**src/source/supervisor_defs.svh**
```systemverilog
`ifndef SUPERVISOR_DEFS_SVH
`define SUPERVISOR_DEFS_SVH

////////////////////////////////////////////////////////////////////////////
// reset line timing
////////////////////////////////////////////////////////////////////////////

// count at which a held reset line is let go
// hardware build uses 32_000_000 with a wider hold counter
`define RESET_HOLD_CYCLES 40

`define HOLD_COUNT_WIDTH 8

////////////////////////////////////////////////////////////////////////////
// status counters and led patterns
////////////////////////////////////////////////////////////////////////////

`define EVENT_COUNT_WIDTH 16

`define LED_COUNT_WIDTH 12

// period select bits of the pattern counter
`define GLOW_SLOW_BIT 11
`define GLOW_FAST_BIT 8
`define BLINK_BIT 10

`endif

```
**src/source/supervisor_pkg.sv**
```systemverilog
`default_nettype none

`include "supervisor_defs.svh"

package supervisor_pkg;

    typedef logic [`HOLD_COUNT_WIDTH-1:0] hold_count_t;
    typedef logic [`EVENT_COUNT_WIDTH-1:0] event_count_t;
    typedef logic [`LED_COUNT_WIDTH-1:0] led_count_t;

    // what the multi-purpose pin is wired to on the board
    typedef enum logic [1:0] {
        PIN_LED      = 2'd0,
        PIN_GDEMU    = 2'd1,
        PIN_USBGDROM = 2'd2,
        PIN_MODE     = 2'd3
    } pin_mode_t;

    typedef enum logic [2:0] {
        LED_NO_PLL  = 3'd0,
        LED_RESYNC  = 3'd1,
        LED_FORCED  = 3'd2,
        LED_READY   = 3'd3,
        LED_WAITING = 3'd4
    } led_state_t;

    typedef struct packed {
        logic slow_glow;
        logic fast_glow;
        logic dim;
        logic blink;
    } led_patterns_t;

    // pin floats while drive_en is low
    typedef struct packed {
        logic drive_en;
        logic level;
    } open_drain_t;

    typedef struct packed {
        event_count_t pll54_losses;
        event_count_t pll_hdmi_losses;
        event_count_t resyncs;
    } event_counts_t;

endpackage

`default_nettype wire

```
**src/source/console_reset_timer.sv**
```systemverilog
`timescale 1ns/1ps
`default_nettype none

`include "supervisor_defs.svh"

module console_reset_timer
    import supervisor_pkg::*;
(
    input  logic control_clock,
    input  logic reset_dc,
    input  logic request,
    output logic hold
);

    localparam hold_count_t HOLD_LIMIT = hold_count_t'(`RESET_HOLD_CYCLES);

    hold_count_t count;

    // a request restarts the hold window, so back to back requests
    // keep the line low until the last one has aged out
    always_ff @(posedge control_clock) begin
        if (reset_dc) begin
            hold  <= 1'b0;
            count <= '0;
        end else if (request) begin
            hold  <= 1'b1;
            count <= '0;
        end else if (hold) begin
            if (count == HOLD_LIMIT) begin
                hold <= 1'b0;
            end else begin
                count <= count + 1'b1;
            end
        end
    end

    // window length is bounded for every held cycle
    hold_count_in_range: assert property (
        @(posedge control_clock) disable iff (reset_dc)
        hold |-> (count <= HOLD_LIMIT)
    );

    // line drops the cycle after a request and stays down long enough
    hold_follows_request: assert property (
        @(posedge control_clock) disable iff (reset_dc)
        request |=> hold [*`RESET_HOLD_CYCLES + 1]
    );

endmodule

`default_nettype wire

```
**src/source/led_pattern_gen.sv**
```systemverilog
`timescale 1ns/1ps
`default_nettype none

`include "supervisor_defs.svh"

module led_pattern_gen
    import supervisor_pkg::*;
(
    input  logic          control_clock,
    input  logic          reset_dc,
    output led_patterns_t patterns
);

    led_count_t count;
    logic [3:0] phase;
    logic       slow_glow;
    logic       fast_glow;

    // triangle ramp from the 4 bits under the glow bit, compared against
    // the pwm phase
    function automatic logic glow_level(input led_count_t cnt, input int unsigned bitpos);
        logic [3:0] brightness;
        brightness = 4'(cnt >> (bitpos - 4));
        if (cnt[bitpos]) begin
            brightness = ~brightness;
        end
        return cnt[3:0] < brightness;
    endfunction

    ////////////////////////////////////////////////////////////////////////////
    // free running pattern counter
    ////////////////////////////////////////////////////////////////////////////

    always_ff @(posedge control_clock) begin
        if (reset_dc) begin
            count <= '0;
        end else begin
            count <= count + 1'b1;
        end
    end

    assign phase = count[3:0];

    ////////////////////////////////////////////////////////////////////////////
    // waveforms
    ////////////////////////////////////////////////////////////////////////////

    always_comb begin
        slow_glow = glow_level(count, `GLOW_SLOW_BIT);
        fast_glow = glow_level(count, `GLOW_FAST_BIT);
    end

    always_comb begin
        patterns.slow_glow = slow_glow;
        patterns.fast_glow = fast_glow;
        // one pwm slot in sixteen
        patterns.dim       = (phase == 4'd0);
        // fast glow gated by the blink bit
        patterns.blink     = count[`BLINK_BIT] ? fast_glow : 1'b0;
    end

endmodule

`default_nettype wire

```
**src/source/status_led_fsm.sv**
```systemverilog
`timescale 1ns/1ps
`default_nettype none

`include "supervisor_defs.svh"

module status_led_fsm
    import supervisor_pkg::*;
(
    input  logic          control_clock,
    input  logic          reset_dc,
    input  pin_mode_t     pin_mode,
    input  logic          pll_ready,
    input  logic          resync,
    input  logic          force_generate,
    input  logic          encoder_ready,
    input  led_patterns_t patterns,
    input  logic          dc_hold,
    input  logic          opt_hold,
    output open_drain_t   status_pin
);

    led_state_t  state;
    led_state_t  next_state;
    open_drain_t pin_next;

    ////////////////////////////////////////////////////////////////////////////
    // state selection
    ////////////////////////////////////////////////////////////////////////////

    always_comb begin
        if (!pll_ready) begin
            next_state = LED_NO_PLL;
        end else if (resync) begin
            next_state = LED_RESYNC;
        end else if (force_generate) begin
            next_state = LED_FORCED;
        end else if (encoder_ready) begin
            next_state = LED_READY;
        end else begin
            next_state = LED_WAITING;
        end
    end

    always_ff @(posedge control_clock) begin
        if (reset_dc) begin
            state <= LED_NO_PLL;
        end else begin
            state <= next_state;
        end
    end

    ////////////////////////////////////////////////////////////////////////////
    // pin output
    ////////////////////////////////////////////////////////////////////////////

    always_comb begin
        pin_next = '0;
        case (pin_mode)
            PIN_LED: begin
                // led sits between the pin and the supply, so low lights it
                pin_next.drive_en = 1'b1;
                case (state)
                    LED_NO_PLL:  pin_next.level = ~patterns.dim;
                    LED_RESYNC:  pin_next.level = ~patterns.fast_glow;
                    LED_FORCED:  pin_next.level = ~patterns.blink;
                    LED_READY:   pin_next.level = 1'b0;
                    default:     pin_next.level = ~patterns.slow_glow;
                endcase
            end
            PIN_GDEMU, PIN_MODE: begin
                pin_next.drive_en = opt_hold;
            end
            PIN_USBGDROM: begin
                pin_next.drive_en = dc_hold;
            end
            default: begin
                pin_next = '0;
            end
        endcase
    end

    always_ff @(posedge control_clock) begin
        if (reset_dc) begin
            status_pin <= '0;
        end else begin
            status_pin <= pin_next;
        end
    end

    // a reset mirror never pulls the pin high
    mirror_drives_low: assert property (
        @(posedge control_clock) disable iff (reset_dc)
        (status_pin.drive_en && ($past(pin_mode) != PIN_LED)) |-> !status_pin.level
    );

endmodule

`default_nettype wire

```
**src/source/lockloss_monitor.sv**
```systemverilog
`timescale 1ns/1ps
`default_nettype none

`include "supervisor_defs.svh"

module lockloss_monitor
    import supervisor_pkg::*;
(
    input  logic          control_clock,
    input  logic          reset_dc,
    input  logic          pll54_locked,
    input  logic          pll_hdmi_locked,
    input  logic          resync,
    output logic          pll_ready,
    output event_counts_t event_counts
);

    // bit 0 is the 54 MHz pll, bit 1 the hdmi pll
    logic [1:0] lock_meta;
    logic [1:0] lock_sync;
    logic [1:0] lock_prev;
    logic [1:0] lock_fall;

    logic resync_q;
    logic resync_prev;
    logic resync_rise;

    ////////////////////////////////////////////////////////////////////////////
    // synchronizers and edge detect
    ////////////////////////////////////////////////////////////////////////////

    // sync chain comes out of reset reading locked
    always_ff @(posedge control_clock) begin
        if (reset_dc) begin
            lock_meta   <= 2'b11;
            lock_sync   <= 2'b11;
            lock_prev   <= 2'b11;
            resync_q    <= 1'b0;
            resync_prev <= 1'b0;
        end else begin
            lock_meta   <= {pll_hdmi_locked, pll54_locked};
            lock_sync   <= lock_meta;
            lock_prev   <= lock_sync;
            resync_q    <= resync;
            resync_prev <= resync_q;
        end
    end

    assign lock_fall   = lock_prev & ~lock_sync;
    assign resync_rise = resync_q & ~resync_prev;

    assign pll_ready = lock_sync[0];

    ////////////////////////////////////////////////////////////////////////////
    // event counters
    ////////////////////////////////////////////////////////////////////////////

    // counters wrap
    always_ff @(posedge control_clock) begin
        if (reset_dc) begin
            event_counts <= '0;
        end else begin
            if (lock_fall[0]) begin
                event_counts.pll54_losses <= event_counts.pll54_losses + 1'b1;
            end
            if (lock_fall[1]) begin
                event_counts.pll_hdmi_losses <= event_counts.pll_hdmi_losses + 1'b1;
            end
            if (resync_rise) begin
                event_counts.resyncs <= event_counts.resyncs + 1'b1;
            end
        end
    end

endmodule

`default_nettype wire

```
**src/source/control_supervisor.sv**
```systemverilog
`timescale 1ns/1ps
`default_nettype none

`include "supervisor_defs.svh"

module control_supervisor
    import supervisor_pkg::*;
(
    input  logic          control_clock,
    input  logic          reset_dc,

    // reset requests, held high for as long as the reset is wanted
    input  logic          dc_reset_request,
    input  logic          opt_reset_request,

    input  pin_mode_t     pin_mode,

    // straight from the pll lock pins
    input  logic          pll54_locked,
    input  logic          pll_hdmi_locked,

    input  logic          resync,
    input  logic          force_generate,
    input  logic          encoder_ready,

    output open_drain_t   dc_nreset,
    output open_drain_t   status_pin,
    output event_counts_t event_counts
);

    logic          dc_hold;
    logic          opt_hold;
    logic          pll_ready;
    led_patterns_t patterns;

    ////////////////////////////////////////////////////////////////////////////
    // reset lines
    ////////////////////////////////////////////////////////////////////////////

    console_reset_timer dc_reset_timer (
        .control_clock (control_clock),
        .reset_dc      (reset_dc),
        .request       (dc_reset_request),
        .hold          (dc_hold)
    );

    // optional drive reset, only reachable through the status pin
    console_reset_timer opt_reset_timer (
        .control_clock (control_clock),
        .reset_dc      (reset_dc),
        .request       (opt_reset_request),
        .hold          (opt_hold)
    );

    assign dc_nreset = '{drive_en: dc_hold, level: 1'b0};

    ////////////////////////////////////////////////////////////////////////////
    // status pin and monitors
    ////////////////////////////////////////////////////////////////////////////

    led_pattern_gen i_led_pattern_gen (
        .control_clock (control_clock),
        .reset_dc      (reset_dc),
        .patterns      (patterns)
    );

    lockloss_monitor i_lockloss_monitor (
        .control_clock   (control_clock),
        .reset_dc        (reset_dc),
        .pll54_locked    (pll54_locked),
        .pll_hdmi_locked (pll_hdmi_locked),
        .resync          (resync),
        .pll_ready       (pll_ready),
        .event_counts    (event_counts)
    );

    status_led_fsm i_status_led_fsm (
        .control_clock  (control_clock),
        .reset_dc       (reset_dc),
        .pin_mode       (pin_mode),
        .pll_ready      (pll_ready),
        .resync         (resync),
        .force_generate (force_generate),
        .encoder_ready  (encoder_ready),
        .patterns       (patterns),
        .dc_hold        (dc_hold),
        .opt_hold       (opt_hold),
        .status_pin     (status_pin)
    );

endmodule

`default_nettype wire

```
**config.mk**
```make
export PLATFORM = sky130hd
export DESIGN_NAME = control_supervisor
export DESIGN_NICKNAME = d
export VERILOG_FILES = /design/src/source/supervisor_pkg.sv /design/src/source/console_reset_timer.sv /design/src/source/led_pattern_gen.sv /design/src/source/status_led_fsm.sv /design/src/source/lockloss_monitor.sv /design/src/source/control_supervisor.sv
export VERILOG_INCLUDE_DIRS = /design/src /design/src/source
export SDC_FILE = /design/constraint.sdc
export NUM_CORES = 1
export LEC_CHECK = 0
export BUFFER_PORTS_ARGS = -buffer_cell sky130_fd_sc_hd__buf_2
export CORE_MARGIN = 3
export CORE_UTILIZATION = 32
export CTS_BUF_LIST = sky130_fd_sc_hd__clkbuf_8
export CTS_CLUSTER_DIAMETER = 30
export CTS_CLUSTER_SIZE = 28
export DETAILED_ROUTE_END_ITERATION = 8
export GPL_TIMING_DRIVEN = 0
export PLACE_DENSITY = 0.54
export SETUP_SLACK_MARGIN = 0.4
export SLEW_MARGIN = 10
export SYNTH_ARGS = -nofsm -noshare
export SYNTH_HDL_FRONTEND = slang
export SYNTH_HIERARCHICAL = 1
export SYNTH_SLANG_ARGS = --single-unit
```
**constraint.sdc**
```tcl
create_clock -name control_clock -period 2.2 [get_ports control_clock]
set_input_delay 0 -clock control_clock [delete_from_list [all_inputs] [get_ports control_clock]]
set_output_delay 0 -clock control_clock [all_outputs]
set_load 0.05 [all_outputs]
```
==> key figures, run 1 <==
Drt
  – DRC viols: 0
  – Initial drt markers: 156
  – Final wirelength: 9.16 mm
  – Drt pass-1 iters: 4
  – DR vias: 3516
  – Detail-routed net length per standard cell: 12.6 microns
  – Via-to-Cell Ratio: 4.82
  – Post-DRT Antenna Nets: 0

Synthesis
  – Synth Instances: 466
  – Yosys top cell area share: 0.430
  – Sequential share of the synthesized area: 0.430
  – Share of flip-flops with an asynchronous set or reset: 0
  – Main area contributors after synthesis: dfxtp_1, xor2_1, ha_1
  – Synthesized area: 0.00424 sq mm
  – Ys Warns: 6
  – Post-synth top flop: dfxtp_1
  – Most frequent cells after synthesis: dfxtp_1, nor2_1, a21oi_1
  – Post-synth cell types: 53
  – Most common cell in the synthesized netlist: dfxtp_1
  – Post-synth EDFFs: 0
  – Synth area leader: dfxtp_1
  – Avg Inst Size Synth: 9.09 sq um
  – Synthesized flop and latch total: 91
  – Synth Net Count: 493

Setup path
  – WP data required: 2.47 ns
  – Worst setup SP type: flop
  – CP max stage cell: dfxtp_2
  – Worst EP arrival: 2.07 ns
  – CP max FO: 5
  – Max incr delay on CP: 0.35 ns
  – CP endpoint kind: flop
  – Critical path class: reg2reg
  – CP Cell Sequence: clkbuf_8, xnor2_1, ha_1, o21ai_2, a21oi_2, o41ai_2, nor3b_1, o31a_1

Power
  – Pint: 2.45 mW
  – Sw Pwr: 0.781 mW
  – Clock power share: 0.404
  – Leak Pwr: 2.04 nW
  – Switch share: 0.242
  – Sequential Power Share: 0.528
  – Part of the power in combinational logic: 0.068
  – Design Power: 3.23 mW
  – Maximum vdd drop: 363 uV
  – Power Dens Cells: 619 mW/mm^2

Floorplanning
  – Die span in x: 121 microns
  – Die area: 0.0147 sq mm
  – Cell Rows: 41
  – CORE AREA: 0.0128 sq mm
  – IO Pins: 63
  – Starting Density: 0.332
  – Die Y-Extent: 121 microns

Global routing
  – Largest net degree at the start of global routing: 17
  – First-pass GRT wire length: 15.5 mm
  – Vias in the first global route: 3333
  – Initial antenna violation count: 0
  – Congestion Overflow GR: 0
  – Tot GR Track Use: 0.129

Placed design
  – PortBufs: 61
  – Detailed Place HPWL: 6.63 mm
  – Gpl congestion: 0.760

Layout
  – Diodes inserted: 0
  – P&R area growth vs syn: 23.1%
  – Nets: 579
  – Share of cells above drive strength 1: 0.260
  – Layout fillers: 1297

CTS
  – Clk Latency, worst-skew pair: 0.37 ns
  – CTS HTree Levels: 3
  – Clk sinks: 91
  – Total CTS buffers: 9
  – TritonCTS clock tree: yes
  – Clk buf depth: 2
  – Root buffer cell: clkbuf_8
  – CTS clk-pin slew, worst paths: 0.10 ns

Timing
  – Setup TNS: 0 ns
  – Tcrit/Tclk final: 0.820
  – Worst-Margin Slew: 0.519 ns
  – Max Fclk: 554 MHz
  – Finish-stage setup viols: 0
  – Hold Fails Final Rpt: 0
  – Post-Route Skew: 0.0142 ns
  – Final Critical Period: 1.80 ns
  – RSZ-0062 raised after global routing: yes
  – Pins over their slew limit: 0
  – Worst slew margin: 0.654

Min path
  – Min-Delay Path Class: in2reg

Job
  – # Max-Cap Violations: 0

Outcome
  – Status: finished, final reports clean
[cell families after synthesis]
| family | after synthesis | share of synthesized area |
|---|---|---|
| simple gates | 204 | 0.277 |
| flops | 91 | 0.430 |
| compound gates | 69 | 0.0969 |
| xor+xnor | 46 | 0.0951 |
| buf+inv | 31 | 0.0331 |
| fa+ha+maj | 16 | 0.0473 |
| mux | 8 | 0.0198 |
| other cells | 1 | 0.000885 |
[power by group through the flow]
stage	sequential [mW]	clock, mW	combinational [mW]
after floorplan	1.76	0	0.119
after global placement	1.74	0	0.192
after detailed placement	1.74	0	0.196
after CTS	1.71	1.35	0.221
after global routing	1.71	1.42	0.242
final	1.71	1.30	0.218
[final timing paths]
| kind | from | endpoint | slack (ns) | depth (start not counted) |
|---|---|---|---|---|
| worst min register to register | i_lockloss_monitor/lock_meta[0]$_SDFF_PP1_ | i_lockloss_monitor/lock_sync[0]$_SDFF_PP1_ | 0.41 | 1 |
| worst max-delay path | i_led_pattern_gen/count[8]$_SDFF_PP0_ | i_status_led_fsm/status_pin[0]$_SDFF_PP0_ | 0.40 | 8 |
| worst min-delay path | reset_dc | i_led_pattern_gen/count[1]$_SDFF_PP0_ | 0.03 | 2 |
| worst max register to register | i_led_pattern_gen/count[8]$_SDFF_PP0_ | i_status_led_fsm/status_pin[0]$_SDFF_PP0_ | 0.40 | 8 |
[metrics by stage]
step | hold slack, ns | instances | cell area (sq um) | setup slack, ns | util
2_1_floorplan | 0.0686 | 466 | 4260 | 0.366 | -
3_3_place_gp | 0.199 | 699 | 4780 | 0.307 | 0.374
5_1_grt | 0.0228 | 729 | 5220 | 0.278 | 0.408
6_report | 0.0258 | 729 | 5220 | 0.395 | 0.408
4_1_cts | 0.00441 | 729 | 5200 | 0.395 | 0.407
3_5_place_dp | 0.197 | 699 | 4780 | 0.297 | 0.374
[layout make-up]
cell class,instances,area (sq um),area share
multi-input combinational,344,2330,0.447
sequential,91,1850,0.354
timing repair buffer,75,438,0.0840
tap,172,215,0.0413
clock buffer,10,138,0.0264
buffer,16,95.1,0.0182
clock inverter,6,93.8,0.0180
inverter,15,56.3,0.0108
[cell usage in the layout, fill, tap and decap left out, drive strengths merged, types with 11 or more instances in the layout]
master / netlist / layout
dfxtp: 91 / 91
nand2: 25 / 25
ha: 16 / 16
inv: 15 / 17
xnor2: 17 / 17
nand3: 18 / 18
or3: 23 / 23
nor2: 53 / 53
dlygate4sd3: 0 / 11
o21ai: 23 / 23
xor2: 29 / 29
a21oi: 30 / 30
nand4: 27 / 27
clkbuf: 10 / 19
buf: 6 / 71
[flip-flops by register name, indices dropped and copies added (netlist names)]
name                             count
i_lockloss_monitor/resync_q          1
opt_reset_timer/hold                 1
i_status_led_fsm/status_pin          2
dc_reset_timer/count                 8
dc_reset_timer/hold                  1
opt_reset_timer/count                8
i_lockloss_monitor/lock_meta         2
i_lockloss_monitor/event_counts     48
i_lockloss_monitor/resync_prev       1
i_status_led_fsm/state               3
i_led_pattern_gen/count             12
i_lockloss_monitor/lock_prev         2
i_lockloss_monitor/lock_sync         2
[critical path: cells and delay by family, from the launching register on]
family	cells	cell delay, ns
AO/OA/AOI/OAI	4	0.70
XOR/XNOR	1	0.12
adder cells (fa/ha/maj)	1	0.29
buffers and inverters	1	0.15
flip-flops	1	0.35
AND/OR/NAND/NOR	1	0.09
[routing by layer]
| layer | up-vias | global-route usage | share of wire |
|---|---|---|---|
| met3 | 6 | 0.0503 | 0.055 |
| met1 | 1637 | 0.158 | 0.48 |
| li1 | 1811 | - | - |
| met2 | 62 | 0.216 | 0.46 |
| met4 | 0 | 0.0290 | 0.0068 |
| met5 | - | 0 | 0 |
[timing repair]
action,CTS,global route
hold buffers,11,0
endpoints found under the hold margin,12,0
endpoints found under the setup margin,1,3
buffers inserted,3,0
gates resized for setup,14,4
pin swaps,3,0
(Power assumes the default switching activity.)
==> run 2: changes to the inputs <==
Clock period 2.2 ns to 1.88 ns, I/O delays scaled along.
==> key figures, run 2 (synthesized netlist as in run 1, its figures left out) <==
Outcome
  – Status: finished, final reports clean

Floorplanning
  – CORE AREA: 0.0128 sq mm
  – Die area: 0.0147 sq mm
  – Die span in x: 121 microns
  – Cell Rows: 41
  – Die Y-Extent: 121 microns
  – IO Pins: 63
  – Starting Density: 0.332

Min path
  – Hold Path Sink: i_led_pattern_gen/count[1]$_SDFF_PP0_
  – Hold Path Depth: 2
  – Min-Delay Path Class: in2reg
  – Hold Crit Start: reset_dc

Power
  – Sequential Power Share: 0.556
  – Part of the power in combinational logic: 0.081
  – Leak Pwr: 2.23 nW
  – Power Dens Cells: 618 mW/mm^2
  – Pint: 2.64 mW
  – Sw Pwr: 0.866 mW
  – Design Power: 3.51 mW
  – Maximum vdd drop: 286 uV
  – Clock power share: 0.363
  – Switch share: 0.247

Setup path
  – CP endpoint kind: flop
  – Worst EP arrival: 2.04 ns
  – CP max FO: 7
  – Worst setup SP type: flop
  – WP data required: 2.12 ns
  – Critical path class: reg2reg
  – CP max stage cell: dfxtp_2
  – Max incr delay on CP: 0.35 ns
  – Worst Reg-to-Reg Cells: 8
  – Reg-to-Reg Start: i_led_pattern_gen/count[8]$_SDFF_PP0_
  – Flop2flop setup slack: 0.07 ns
  – Worst R2R End: i_status_led_fsm/status_pin[0]$_SDFF_PP0_
  – CP Cell Sequence: clkbuf_8, xnor2_1, ha_1, o21ai_2, a21oi_2, o41ai_2, nor3b_1, o31a_1

Global routing
  – Tot GR Track Use: 0.132
  – Vias in the first global route: 3476
  – Congestion Overflow GR: 0
  – First-pass GRT wire length: 16.1 mm
  – Largest net degree at the start of global routing: 17
  – Initial antenna violation count: 0

Drt
  – Drt pass-1 iters: 4
  – Final wirelength: 9.66 mm
  – Via-to-Cell Ratio: 4.81
  – DRC viols: 0
  – Post-DRT Antenna Nets: 0
  – DR vias: 3641
  – Initial drt markers: 81
  – Detail-routed net length per standard cell: 12.8 microns

Layout
  – Nets: 607
  – P&R area growth vs syn: 34.2%
  – Most frequent cells in the layout: buf_2, nor2_1, dfxtp_1, dfxtp_4, buf_4
  – Commonest non-fill, non-tap cell in the layout: buf_2
  – Layout fillers: 1244
  – Diodes inserted: 0
  – Share of cells above drive strength 1: 0.388
  – Biggest register: i_lockloss_monitor/event_counts
  – Max FFs per register: 48
  – Top Registers: i_lockloss_monitor/event_counts x48, i_led_pattern_gen/count x12
  – Non-Filler Instances: 757

Placed design
  – PortBufs: 61
  – Gpl congestion: 0.791
  – Detailed Place HPWL: 6.60 mm
  – Post-placement cell count: 699

Timing
  – RSZ-0062 raised after global routing: yes
  – Worst slew margin: 0.660
  – Finish-stage setup viols: 0
  – Tcrit/Tclk final: 0.961
  – Hold slack: 0.0294 ns
  – Pins over their slew limit: 0
  – Hold Fails Final Rpt: 0
  – Worst-Margin Slew: 0.510 ns
  – Post-Route Skew: 0.0139 ns
  – Final Critical Period: 1.81 ns
  – Max Fclk: 554 MHz

CTS
  – TritonCTS clock tree: yes
  – Total CTS buffers: 9
  – CTS clk-pin slew, worst paths: 0.09 ns
  – Clk sinks: 91
  – CTS HTree Levels: 3
  – Root buffer cell: clkbuf_8
  – Clk Latency, worst-skew pair: 0.35 ns
  – Clk buf depth: 2

Job
  – # Max-Cap Violations: 0
run 2: cell count changes in the layout (fill, tap and decap cells not counted), sizes merged:
cell         delta
buf            +29
clkinvlp        +1
dlygate4sd3     -2
clkinv          +1
bufinv          -1
run 2: cell type report:
class	count	area (sq um)	area share
clock inverters	7	61.3	0.0108
repair buffers	103	662	0.116
multi-input cells	344	2490	0.438
flip-flops and latches	91	1980	0.348
inverters	15	56.3	0.00991
clock buffers	9	124	0.0218
plain buffers	16	101	0.0178
well taps	172	215	0.0379
run 2: through the flow:
stage | setup TNS, ns | setup slack [ns] | area (sq um) | utilization
CTS | 0 | 0.0669 | 5430 | 0.425
global route | -0.0416 | -0.0416 | 5680 | 0.445
global placement | 0 | 0.0799 | 4990 | 0.391
finish | 0 | 0.0734 | 5680 | 0.445
detailed placement | 0 | 0.0850 | 4990 | 0.391
floorplan | 0 | 0.194 | 4470 | -
run 2: how the worst max path moves through the flow:
stage | start | endpoint | depth (start not counted)
final | i_led_pattern_gen/count[8]$_SDFF_PP0_ | i_status_led_fsm/status_pin[0]$_SDFF_PP0_ | 8
after global routing | i_led_pattern_gen/count[8]$_SDFF_PP0_ | i_status_led_fsm/status_pin[0]$_SDFF_PP0_ | 8
after CTS | i_led_pattern_gen/count[8]$_SDFF_PP0_ | i_status_led_fsm/status_pin[0]$_SDFF_PP0_ | 8
after detailed placement | i_led_pattern_gen/count[8]$_SDFF_PP0_ | i_status_led_fsm/status_pin[0]$_SDFF_PP0_ | 8
after global placement | i_led_pattern_gen/count[8]$_SDFF_PP0_ | i_status_led_fsm/status_pin[0]$_SDFF_PP0_ | 9
after floorplan | i_led_pattern_gen/count[8]$_SDFF_PP0_ | i_status_led_fsm/status_pin[0]$_SDFF_PP0_ | 9
run 2: worst max-delay path: cells and delay by family, from the launching register on:
| kind | cells | cell delay [ns] |
|---|---|---|
| compound gates | 4 | 0.68 |
| xor+xnor | 1 | 0.17 |
| fa+ha+maj | 1 | 0.26 |
| flops | 1 | 0.35 |
| simple gates | 1 | 0.09 |
| buf+inv | 1 | 0.16 |
run 2: routing by layer:
layer  share of wire  GRT usage  vias to the layer above
met1            0.46      0.170                     1721
met5               0          0                        -
li1                -          -                     1868
met2            0.49      0.222                       45
met3           0.036     0.0331                        7
met4          0.0080     0.0347                        0
run 2: power groups by stage:
stage               logic (mW)  clock network, mW  registers (mW)
global route             0.318               1.40            1.96
finish                   0.286               1.27            1.95
CTS                      0.265               1.32            1.96
global placement         0.236                  0            2.00
detailed placement       0.239                  0            2.00
floorplan                0.147                  0            2.02
run 2: what timing repair did:
action	4_1_cts	5_1_grt
hold endpoints to repair	12	0
pin swaps	8	20
buffers inserted	14	19
hold buffers	9	0
gates resized for setup	18	29
setup endpoints to repair	17	21
